File: config.mk
export PLATFORM = sky130hd
export DESIGN_NAME = history_buffer_top
export DESIGN_NICKNAME = d
export VERILOG_FILES = /design/src/hf_pkg.sv /design/src/hf_store_if.sv /design/src/hf_entry_store.sv /design/src/hf_ptr_unit.sv /design/src/hf_control_fsm.sv /design/src/history_buffer_top.sv
export SDC_FILE = /design/constraint.sdc
export NUM_CORES = 2
export LEC_CHECK = 0
export ABC_AREA = 0
export BUFFER_PORTS_ARGS = -buffer_cell sky130_fd_sc_hd__buf_2
export CAP_MARGIN = 20
export CORE_MARGIN = 1
export CORE_UTILIZATION = 60
export DETAILED_ROUTE_END_ITERATION = 6
export GPL_TIMING_DRIVEN = 0
export PLACE_DENSITY = 0.83
export SLEW_MARGIN = 20
export SYNTH_ARGS = -nofsm -noshare
export SYNTH_HDL_FRONTEND = slang
export SYNTH_SLANG_ARGS = --single-unit
File: constraint.sdc
create_clock -name clk_i -period 21 [get_ports clk_i]
set_input_delay 4.2 -clock clk_i [delete_from_list [all_inputs] [get_ports clk_i]]
set_output_delay 4.2 -clock clk_i [all_outputs]
set_load 0.01 [all_outputs]
File: src/hf_pkg.sv
// History buffer shared types
package hf_pkg;

	localparam int unsigned XLEN   = 32; // data and address width.
	localparam int unsigned REG_AW = 5;  // register index width.

	// one in-flight instruction, 134 bits.
	typedef struct packed {
		logic              finished;  // writeback seen.
		logic [XLEN-1:0]   cause;     // zero means clean.
		logic [XLEN-1:0]   mtval;     // fault address.
		logic [XLEN-1:0]   pc;
		logic [REG_AW-1:0] rd;
		logic [XLEN-1:0]   old_value; // rd contents before dispatch.
	} hf_entry_t;

	// controller states.
	typedef enum logic [1:0] {
		ST_RUN,     // dispatch, writeback and retirement.
		ST_KILL,    // kill pulse, first restore read.
		ST_RESTORE, // one register write per cycle.
		ST_REPORT   // exception out, buffer emptied.
	} hf_state_t;

endpackage

File: src/hf_store_if.sv
// History buffer internal bus
`timescale 1ns/1ps

interface hf_store_if #(
	parameter int unsigned HF_DEPTH = 16
) ();

	localparam int unsigned PTR_W = $clog2(HF_DEPTH);

	// controller requests.
	logic push;
	logic pop;
	logic walk_start;
	logic walk_step;
	logic flush;

	// pointer state.
	logic [PTR_W-1:0] head_idx;
	logic [PTR_W-1:0] tail_idx;
	logic [PTR_W-1:0] walk_idx;
	logic             full;
	logic             empty;
	logic             walk_at_head;

	// entry read ports.
	hf_pkg::hf_entry_t head_entry;
	hf_pkg::hf_entry_t walk_entry;

	modport ctrl (
		output push, pop, walk_start, walk_step, flush,
		input  full, empty, walk_at_head, head_entry, walk_entry
	);

	modport ptr (
		input  push, pop, walk_start, walk_step, flush,
		output head_idx, tail_idx, walk_idx, full, empty, walk_at_head
	);

	modport store (
		input  push, pop, walk_start, flush, head_idx, tail_idx, walk_idx,
		output head_entry, walk_entry
	);

endinterface

File: src/hf_entry_store.sv
// History buffer entry array
`timescale 1ns/1ps

module hf_entry_store #(
	parameter int unsigned HF_DEPTH = 16
) (
	input  logic                       clk_i,
	input  logic                       rst_n_i,
	hf_store_if.store                  bus,
	input  logic [hf_pkg::XLEN-1:0]    dec_pc_i,
	input  logic [hf_pkg::REG_AW-1:0]  dec_rd_i,
	input  logic [hf_pkg::XLEN-1:0]    dec_old_value_i,
	input  logic                       wb_valid_i,
	input  logic [hf_pkg::XLEN-1:0]    wb_pc_i,
	input  logic [hf_pkg::XLEN-1:0]    wb_cause_i,
	input  logic [hf_pkg::XLEN-1:0]    wb_mtval_i,
	output logic                       wb_hit_o
);

	localparam int unsigned PTR_W = $clog2(HF_DEPTH);

	hf_pkg::hf_entry_t entries [HF_DEPTH];
	logic [HF_DEPTH-1:0] valid_q;
	logic                frozen_q; // set from walk start until flush.
	logic                wb_match;
	logic [PTR_W-1:0]    wb_idx;

	// pc lookup over live, unfinished entries.
	// pcs in flight are unique, so at most one matches.
	always_comb begin
		wb_match = 1'b0;
		wb_idx = '0;
		for (int i = 0; i < HF_DEPTH; i++) begin
			if (valid_q[i] && !entries[i].finished && entries[i].pc == wb_pc_i) begin
				wb_match = 1'b1;
				wb_idx = PTR_W'(i);
			end
		end
	end

	// writebacks land only while the buffer runs normally.
	assign wb_hit_o = wb_valid_i && wb_match && !frozen_q;

	// payload writes.
	always_ff @(posedge clk_i) begin
		if (bus.push) begin
			entries[bus.tail_idx] <= '{
				finished:  1'b0,
				cause:     '0,
				mtval:     '0,
				pc:        dec_pc_i,
				rd:        dec_rd_i,
				old_value: dec_old_value_i
			};
		end
		if (wb_hit_o) begin
			entries[wb_idx].finished <= 1'b1;
			entries[wb_idx].cause <= wb_cause_i;
			entries[wb_idx].mtval <= wb_mtval_i;
		end
	end

	// live bits and recovery freeze.
	always_ff @(posedge clk_i) begin
		if (!rst_n_i) begin
			valid_q <= '0;
			frozen_q <= 1'b0;
		end else begin
			if (bus.flush) begin
				valid_q <= '0; // whole window discarded.
			end else begin
				if (bus.pop) valid_q[bus.head_idx] <= 1'b0;  // retired.
				if (bus.push) valid_q[bus.tail_idx] <= 1'b1; // dispatched.
			end

			if (bus.walk_start) begin
				frozen_q <= 1'b1;
			end else if (bus.flush) begin
				frozen_q <= 1'b0;
			end
		end
	end

	// read ports.
	assign bus.head_entry = entries[bus.head_idx];
	assign bus.walk_entry = entries[bus.walk_idx];

endmodule

File: src/hf_ptr_unit.sv
// History buffer pointers
`timescale 1ns/1ps

module hf_ptr_unit #(
	parameter int unsigned HF_DEPTH = 16
) (
	input  logic   clk_i,
	input  logic   rst_n_i,
	hf_store_if.ptr bus
);

	localparam int unsigned PTR_W = $clog2(HF_DEPTH);

	logic [PTR_W-1:0] head_q;
	logic [PTR_W-1:0] tail_q;
	logic [PTR_W-1:0] walk_q;
	logic [PTR_W:0]   count_q;
	logic [PTR_W:0]   count_d;
	logic             full_q;
	logic             empty_q;

	always_comb begin
		count_d = count_q;
		if (bus.flush) begin
			count_d = '0;
		end else if (bus.push && !bus.pop) begin
			count_d = count_q + 1'b1;
		end else if (bus.pop && !bus.push) begin
			count_d = count_q - 1'b1;
		end
	end

	always_ff @(posedge clk_i) begin
		if (!rst_n_i) begin
			head_q <= '0;
			tail_q <= '0;
			walk_q <= '0;
			count_q <= '0;
			full_q <= 1'b0;
			empty_q <= 1'b1;
		end else begin
			if (bus.pop) head_q <= head_q + 1'b1; // wraps at depth.
			if (bus.flush) begin
				tail_q <= head_q;
			end else if (bus.push) begin
				tail_q <= tail_q + 1'b1;
			end

			// newest entry, counting a dispatch in the same cycle.
			if (bus.walk_start) begin
				walk_q <= bus.push ? tail_q : tail_q - 1'b1;
			end else if (bus.walk_step) begin
				walk_q <= walk_q - 1'b1;
			end

			count_q <= count_d;
			full_q <= (count_d == (PTR_W + 1)'(HF_DEPTH));
			empty_q <= (count_d == '0);
		end
	end

	assign bus.head_idx = head_q;
	assign bus.tail_idx = tail_q;
	assign bus.walk_idx = walk_q;
	assign bus.full = full_q;
	assign bus.empty = empty_q;
	assign bus.walk_at_head = (walk_q == head_q);

endmodule

File: src/hf_control_fsm.sv
// History buffer controller
`timescale 1ns/1ps

module hf_control_fsm (
	input  logic                       clk_i,
	input  logic                       rst_n_i,
	input  logic                       dec_valid_i,
	input  logic                       wb_hit_i,
	hf_store_if.ctrl                   bus,
	output logic                       stall_o,
	output logic                       kill_o,
	output logic [hf_pkg::XLEN-1:0]    kill_pc_o,
	output logic                       retire_o,
	output logic [hf_pkg::XLEN-1:0]    retire_pc_o,
	output logic                       rec_we_o,
	output logic [hf_pkg::REG_AW-1:0]  rec_rd_o,
	output logic [hf_pkg::XLEN-1:0]    rec_value_o,
	output logic                       exc_valid_o,
	output logic [hf_pkg::XLEN-1:0]    exc_mepc_o,
	output logic [hf_pkg::XLEN-1:0]    exc_mcause_o,
	output logic [hf_pkg::XLEN-1:0]    exc_mtval_o
);

	hf_pkg::hf_state_t state_q;
	logic stall_q;
	logic last_q;  // head entry already written back.
	logic check_q; // head may have changed, look at it.
	logic head_ready;
	logic head_fault;
	logic head_clean;
	logic rec_load;
	logic exc_load;

	// head status only changes after a writeback or a retire.
	assign head_ready = check_q && !bus.empty && bus.head_entry.finished;
	assign head_fault = head_ready && (bus.head_entry.cause != '0);
	assign head_clean = head_ready && (bus.head_entry.cause == '0);

	assign rec_load = (state_q == hf_pkg::ST_KILL) ||
		(state_q == hf_pkg::ST_RESTORE && !last_q);
	assign exc_load = (state_q == hf_pkg::ST_RESTORE) && last_q;

	assign bus.push = dec_valid_i && !stall_o;
	assign bus.pop = (state_q == hf_pkg::ST_RUN) && head_clean;
	assign bus.walk_start = (state_q == hf_pkg::ST_RUN) && head_fault;
	assign bus.walk_step = rec_load && !bus.walk_at_head; // never past the head.
	assign bus.flush = (state_q == hf_pkg::ST_REPORT);

	assign stall_o = stall_q || bus.full;

	always_ff @(posedge clk_i) begin
		if (!rst_n_i) begin
			state_q <= hf_pkg::ST_RUN;
			stall_q <= 1'b0;
			last_q <= 1'b0;
			check_q <= 1'b0;
			kill_o <= 1'b0;
			retire_o <= 1'b0;
			rec_we_o <= 1'b0;
			exc_valid_o <= 1'b0;
		end else begin
			kill_o <= bus.walk_start;
			retire_o <= bus.pop;
			rec_we_o <= rec_load;
			exc_valid_o <= exc_load;
			if (rec_load) last_q <= bus.walk_at_head;
			case (state_q)
				hf_pkg::ST_RUN: begin
					check_q <= wb_hit_i || bus.pop;
					if (bus.walk_start) begin
						state_q <= hf_pkg::ST_KILL;
						stall_q <= 1'b1; // held through the report.
					end
				end
				hf_pkg::ST_KILL: begin
					check_q <= 1'b0;
					state_q <= hf_pkg::ST_RESTORE;
				end
				hf_pkg::ST_RESTORE: begin
					if (last_q) state_q <= hf_pkg::ST_REPORT;
				end
				default: begin
					state_q <= hf_pkg::ST_RUN;
					stall_q <= 1'b0;
					last_q <= 1'b0;
				end
			endcase
		end
	end

	// output payloads.
	always_ff @(posedge clk_i) begin
		if (bus.walk_start) kill_pc_o <= bus.head_entry.pc;
		if (bus.pop) retire_pc_o <= bus.head_entry.pc;
		if (rec_load) begin
			rec_rd_o <= bus.walk_entry.rd;
			rec_value_o <= bus.walk_entry.old_value;
		end
		if (exc_load) begin
			exc_mepc_o <= bus.head_entry.pc;
			exc_mcause_o <= bus.head_entry.cause;
			exc_mtval_o <= bus.head_entry.mtval;
		end
	end

endmodule

File: src/history_buffer_top.sv
// History buffer top level
`timescale 1ns/1ps

module history_buffer_top #(
	parameter int unsigned HF_DEPTH = 16
) (
	input  logic                       clk_i,
	input  logic                       rst_n_i,
	input  logic                       dec_valid_i,
	input  logic [hf_pkg::XLEN-1:0]    dec_pc_i,
	input  logic [hf_pkg::REG_AW-1:0]  dec_rd_i,
	input  logic [hf_pkg::XLEN-1:0]    dec_old_value_i,
	input  logic                       wb_valid_i,
	input  logic [hf_pkg::XLEN-1:0]    wb_pc_i,
	input  logic [hf_pkg::XLEN-1:0]    wb_cause_i,
	input  logic [hf_pkg::XLEN-1:0]    wb_mtval_i,
	output logic                       stall_o,
	output logic                       kill_o,
	output logic [hf_pkg::XLEN-1:0]    kill_pc_o,
	output logic                       retire_o,
	output logic [hf_pkg::XLEN-1:0]    retire_pc_o,
	output logic                       rec_we_o,
	output logic [hf_pkg::REG_AW-1:0]  rec_rd_o,
	output logic [hf_pkg::XLEN-1:0]    rec_value_o,
	output logic                       exc_valid_o,
	output logic [hf_pkg::XLEN-1:0]    exc_mepc_o,
	output logic [hf_pkg::XLEN-1:0]    exc_mcause_o,
	output logic [hf_pkg::XLEN-1:0]    exc_mtval_o
);

	logic wb_hit;

	hf_store_if #(.HF_DEPTH(HF_DEPTH)) store_bus ();

	hf_entry_store #(.HF_DEPTH(HF_DEPTH)) i_entry_store (
		.clk_i           (clk_i),
		.rst_n_i         (rst_n_i),
		.bus             (store_bus.store),
		.dec_pc_i        (dec_pc_i),
		.dec_rd_i        (dec_rd_i),
		.dec_old_value_i (dec_old_value_i),
		.wb_valid_i      (wb_valid_i),
		.wb_pc_i         (wb_pc_i),
		.wb_cause_i      (wb_cause_i),
		.wb_mtval_i      (wb_mtval_i),
		.wb_hit_o        (wb_hit)
	);

	hf_ptr_unit #(.HF_DEPTH(HF_DEPTH)) i_ptr_unit (
		.clk_i   (clk_i),
		.rst_n_i (rst_n_i),
		.bus     (store_bus.ptr)
	);

	hf_control_fsm i_control_fsm (
		.clk_i        (clk_i),
		.rst_n_i      (rst_n_i),
		.dec_valid_i  (dec_valid_i),
		.wb_hit_i     (wb_hit),
		.bus          (store_bus.ctrl),
		.stall_o      (stall_o),
		.kill_o       (kill_o),
		.kill_pc_o    (kill_pc_o),
		.retire_o     (retire_o),
		.retire_pc_o  (retire_pc_o),
		.rec_we_o     (rec_we_o),
		.rec_rd_o     (rec_rd_o),
		.rec_value_o  (rec_value_o),
		.exc_valid_o  (exc_valid_o),
		.exc_mepc_o   (exc_mepc_o),
		.exc_mcause_o (exc_mcause_o),
		.exc_mtval_o  (exc_mtval_o)
	);

endmodule

## After elaboration in Yosys (flattened, before gate mapping)

Memory sizes are Yosys's and may differ from the RTL's. A register that Yosys moved wholly into a read port is not among the register bits.
Cells that the tools add are included.

- Add/sub/neg operators: 6
- Eq/ne operators: 23
- Bitwise gates (word level): 5
- Magnitude comparators: 4
- Reductions and logical operators: 88
- Mux-type cells: 61

Operators by type and width:

| operator | count |
|---|---|
| $eq A32 B32 Y1 | 16 |
| $mux W16 | 4 |
| $mux W4 | 15 |
| $logic_and A1 B1 Y1 | 48 |
| $logic_not A32 Y1 | 1 |
| $reduce_bool A32 Y1 | 1 |
| $mux W1 | 26 |
| $logic_not A1 Y1 | 23 |
| $and A16 B16 Y16 | 1 |
| $not A16 Y16 | 1 |
| $or A16 B16 Y16 | 1 |
| $mux W5 | 3 |
| $mux W3 | 4 |
| $lt A4 B5 Y1 const B | 2 |
| $add A4 B1 Y4 const B | 2 |
| $demux W1 S4 | 2 |
| $ge A4 B1 Y1 const B | 2 |
| $mux W2 | 4 |
| $reduce_bool A2 Y1 | 4 |
| $sub A4 B1 Y4 const B | 2 |
| $pmux W2 S3 | 1 |
| $reduce_and A2 Y1 | 3 |
| $add A5 B1 Y5 const B | 1 |
| $eq A5 B5 Y1 const B | 1 |
| other kinds (12) | 19 |

- Logic and storage cells: 209
- Memories: 1
- Memory bits (writable): 2144
- Output and inout bits: 202
- Register bits after elaboration: 205
- Input port bits: 169

Memories:

| name | depth | bits a word | read ports | clocked after memory_dff | write ports | line | RTL |
|---|---|---|---|---|---|---|---|
| i_entry_store.entries | 16 | 134 | 18 | 2 | 2 | hf_entry_store.sv:22 | `hf_pkg::hf_entry_t entries [HF_DEPTH];` |

## Logic depth before layout (Yosys ltp)

An unclocked memory read counts as a cell.

- Word-level depth: 24
- Gate-level depth with buffers: 15
- Gate-level depth less buffers: 11

## Hierarchy

A second synthesis with hierarchy kept.

- Cells, all modules: 6853
- Area total of the unflattened synthesis: 119544.7 um^2

Modules (own cells, without submodules):

| module | cells each | sequential area each (um^2) | times used | area each (um^2) |
|---|---|---|---|---|
| hf_entry_store | 6468 | 64561.9 | 1 | 111956.1 |
| hf_control_fsm | 259 | 6095.8 | 1 | 6433.7 |
| hf_ptr_unit | 126 | 380.4 | 1 | 1154.9 |

## Worst setup path after synthesis

No wires, ideal clock.

- Path type: input -> register
- Start point: in wb_pc_i[29] in the netlist's numbering
- End point: mem i_entry_store.entries[11][100] in the netlist's numbering (enable)
- Arrival time: 11154 ps
- Library setup time: 574 ps
- Path slack: 9272 ps
- Stages on the path: 15
- Data required time: 20426 ps
- Path buffers: 4
- Path through: buf_2 buf_4 xor2_1 nor4_1 nand4_1 nor4_1 a21oi_1 o21bai_1 a21oi_1 o21ba_2 o21ai_4 a31oi_2 buf_2 clkbuf_1 o21ai_0

RTL lines:

| element | line | RTL |
|---|---|---|
| from (decl) | history_buffer_top.sv:14 | `input logic [hf_pkg::XLEN-1:0] wb_pc_i,` |
| to (decl) | hf_entry_store.sv:22 |  |

==> run_results.csv <==
group,metric,value,unit
synth,ys_seq_area_share,69.3,%
synth,synthArstFlopShare,0,%
grt,grt_use_total,40.5,%
layout,multi_input_area,29500,um^2
sta,clock_skew,0.0697,ns
route,wire_per_inst,40.0,um
die,dieHeight,416,um
grt,first_global_vias,60800,
worst_setup_path,crit_path_end_kind,"flip-flop",
worst_hold_path,hp-class,"reg -> reg",
sta,slew_viol_final,0,
synth,synth_edf_count,2325,
sta,slew_headroom,11.5,%
placement,dp_hpwl,229,mm
die,pin_count,371,
die,dieArea,173000,um^2
clock_tree,cts-root-buf,"clkbuf_16",
power_and_ir_drop,peakVddDrop,0.000105,V
job,drv_cap,0,
worst_setup_path,worstPathMaxFanout,30,
synth,synth_fp_nets,5821,
power_and_ir_drop,powerDensity,86.0,nW/um^2
route,drt-total-wl,350,mm
synth,synth_top_area_share,68.0,%
die,die_w,416,um
sta,finalHoldViolCount,0,
layout,seq_area,71100,um^2
clock_tree,cts_hold_buf,0,
placement,place_inst,8263,
synth,synth_top_area_cell,"edfxtp_1",
placement,port_buffers,338,
layout,layout.nets,6464,
grt,grt_pass1_wl,477,mm
sta,finalCriticalPeriod,10.24,ns
clock_tree,clockBufferDepth,3,
layout,drive_above_1_share,25.2,%
synth,post_synth.cell_area_avg,18.2,um^2
sta,final-setup-viol-count,0,
worst_setup_path,cpPeakStageDelay,1.02,ns
worst_setup_path,worst_ep_arrival_time,10.81,ns
synth,synthFlopType,"edfxtp_1",
sta,finalCritPeriodShare,48.8,%
route,vias,62100,
power_and_ir_drop,p_leak,37.5,nW
die,core,170000,um^2
grt,grt_max_degree,52,
sta,rsz0062_at_grt,"false",
worst_setup_path,crit_slowest_cell,"clkbuf_1",
synth,ys_top_cells_by_area,"edfxtp_1 68%, mux4_2 14%, and2_1 3.9%",
clock_tree,post-cts-setup-buffer-count,0,
layout,area_delta_synth_final,14.0,%
clock_tree,cts_tree,"built",
synth,syn_area,103000,um^2
sta,tightest_slew,1.33,ns
synth,synthCells,5635,
outcome,run_status,"complete, but fails checks",
sta,max_freq,97.7,MHz
clock_tree,cts_repair_resize_count,0,
placement,gp_congestion,1.09,
worst_setup_path,cp.required,21.57,ns
route,routed_via_density,7.10,
grt,antenna_found_initial,66,
worst_setup_path,startpoint_type,"primary input",
grt,overflow,0,
route,drc,3,
power_and_ir_drop,power.total,0.0101,W
route,drtPass1Iterations,7,
die,num_rows,151,
outcome,failed_checks,"DRC",
layout,stdcell_count,8743,
die,start_util,60.5,%
clock_tree,clk_pin_slew,0.06,ns
synth,ys_types,62,
synth,ys_ff_latch,2390,
layout,num-fill-cells,10500,
clock_tree,cts_max_level,4,
sta,fin_tns_setup,0,ns
synth,yosys_warnings,0,
worst_setup_path,path_class,"in -> reg",
route,postRouteAntennaNets,0,
worst_setup_path,crit_chain,"buf_2 -> buf_4 -> xor2_1 -> nor4_1 -> nand4_1 -> nor4_1 -> nand4_1 -> nand3b_1 -> nand3_1 -> a21oi_1 -> clkbuf_1 -> or2_4 -> buf_12 -> buf_12",
clock_tree,clk_latency,0.94,ns
clock_tree,cts_made_buffers,229,
clock_tree,clock-sinks,2390,
route,drt-initial-drc-count,11100,
-- sequential cells by signal (all words and copies together), names as in the netlist, 4 cells and up, named ones only --
name,flops
i_control_fsm.exc_mtval_o,32
i_control_fsm.exc_mcause_o,32
i_entry_store.entries,2144
i_ptr_unit.bus.tail_idx,4
i_ptr_unit.count_q,5
i_control_fsm.kill_pc_o,32
i_control_fsm.retire_pc_o,32
i_control_fsm.rec_rd_o,5
i_control_fsm.rec_value_o,32
i_ptr_unit.bus.head_idx,4
i_control_fsm.exc_mepc_o,32
i_ptr_unit.bus.walk_idx,4
i_entry_store.valid_q,16
-- logic make-up after synthesis --
logic type	Yosys count	synth area share (%)
and+or+nand+nor	1397	8.74
adders and majority gates	17	0.207
buffers and inverters	495	2.13
AOI/OAI and AO/OA	168	1.13
DFF	2390	69.3
muxes	643	14.0
xor gates and xnor gates	525	4.49
-- layer usage --
metal / GRT usage (%) / vias to the layer above / routed length [um]
li1: - / 23500 / -
met4: 27.1 / 40 / 28800
met1: 50.5 / 31200 / 111000
met3: 11.1 / 1318 / 47800
met2: 62.4 / 6015 / 162000
met5: 0 / - / 269
-- cells in the mapped netlist, types with 4 or more instances --
| cell | number |
|---|---|
| buf_6 | 13 |
| a21o_1 | 11 |
| o21ai_0 | 33 |
| edfxtp_1 | 2325 |
| buf_2 | 59 |
| a21oi_1 | 29 |
| nand3_1 | 30 |
| dfxtp_1 | 65 |
| or2_2 | 10 |
| clkbuf_1 | 283 |
| nor3_1 | 17 |
| a22oi_1 | 61 |
| buf_1 | 46 |
| clkbuf_2 | 12 |
| mux2i_1 | 5 |
| nor2_1 | 42 |
| nor3b_1 | 388 |
| nand2b_1 | 4 |
| nand4b_1 | 4 |
| nor4b_1 | 5 |
| inv_1 | 43 |
| xnor2_1 | 172 |
| and2_1 | 644 |
| nor4_1 | 100 |
| mux4_2 | 638 |
| nand4_1 | 59 |
| nand2_1 | 64 |
| buf_4 | 39 |
| nor2b_1 | 13 |
| a211oi_1 | 9 |
| ha_1 | 17 |
| xor2_1 | 352 |
-- path summary, 6_finish.rpt --
check	startpoint	end	slack (ns)	cells after the start
worst min-delay path	i_entry_store.valid_q[7]$_SDFF_PP0_	i_entry_store.valid_q[7]$_SDFF_PP0_	0.48	2
worst min register to register	i_entry_store.valid_q[7]$_SDFF_PP0_	i_entry_store.valid_q[7]$_SDFF_PP0_	0.48	2
worst max-delay path	wb_pc_i[16]	i_entry_store.entries[2][116]$_DFFE_PP_	10.76	14
worst max register to register	i_entry_store.entries[12][64]$_DFFE_PP_	i_entry_store.entries[7][116]$_DFFE_PP_	14.07	14
-- worst max-delay path, delay by kind of cell --
family | cells | cell delay [ns]
XOR/XNOR | 1 | 0.15
AO/OA/AOI/OAI | 1 | 0.61
AND/OR/NAND/NOR | 7 | 3.64
buffers and inverters | 5 | 2.13
-- report_power, final --
group	internal (W)	switching (W)	total, W
clock	0.00240	0.00189	0.00429
sequential	0.00529	0.0000356	0.00532
combinational	0.000135	0.000319	0.000454
total	0.00782	0.00225	0.0101
-- metrics by stage --
stage	util (%)	area (um^2)	setup WS (ns)	hold slack [ns]
after detailed placement	64.3	109000	10.02	0.465
final	69.0	117000	10.76	0.478
after global placement	63.2	107000	1.31	0.459
after CTS	68.9	117000	10.88	0.474
after global routing	69.0	117000	11.10	0.512
after floorplan	-	103000	9.27	0.434
-- placed cells by master (no fill, tap or decap), drive strengths merged, types with 4 or more instances in the layout --
| master | Yosys | routed |
|---|---|---|
| o21ai | 36 | 36 |
| nor4b | 5 | 5 |
| nand4 | 59 | 59 |
| mux4 | 638 | 638 |
| bufinv | 0 | 30 |
| nand2b | 4 | 4 |
| nor4 | 103 | 103 |
| inv | 43 | 49 |
| a22oi | 62 | 62 |
| ha | 17 | 17 |
| dfxtp | 65 | 65 |
| xor2 | 352 | 352 |
| mux2i | 5 | 5 |
| diode | 0 | 47 |
| a211oi | 12 | 12 |
| nor3b | 388 | 388 |
| or2 | 10 | 10 |
| clkinv | 0 | 116 |
| nand4b | 4 | 4 |
| a21oi | 29 | 29 |
| clkinvlp | 0 | 12 |
| edfxtp | 2325 | 2325 |
| nand3 | 30 | 30 |
| nor2b | 13 | 13 |
| a21o | 11 | 11 |
| buf | 157 | 558 |
| and2 | 644 | 644 |
| nor3 | 19 | 19 |
| clkbuf | 295 | 573 |
| nand2 | 66 | 66 |
| xnor2 | 173 | 173 |
| nor2 | 42 | 42 |
-- cell type report --
type	instances	share of cell area, %
sequential	2390	60.7
multi-input combinational	2750	25.2
clock buffer	267	5.05
timing repair buffer	412	2.98
tap	2218	2.37
buffer	452	1.79
clock inverter	164	1.54
inverter	43	0.211
antenna	47	0.100
Note: power is estimated with default switching activity, not from simulation.
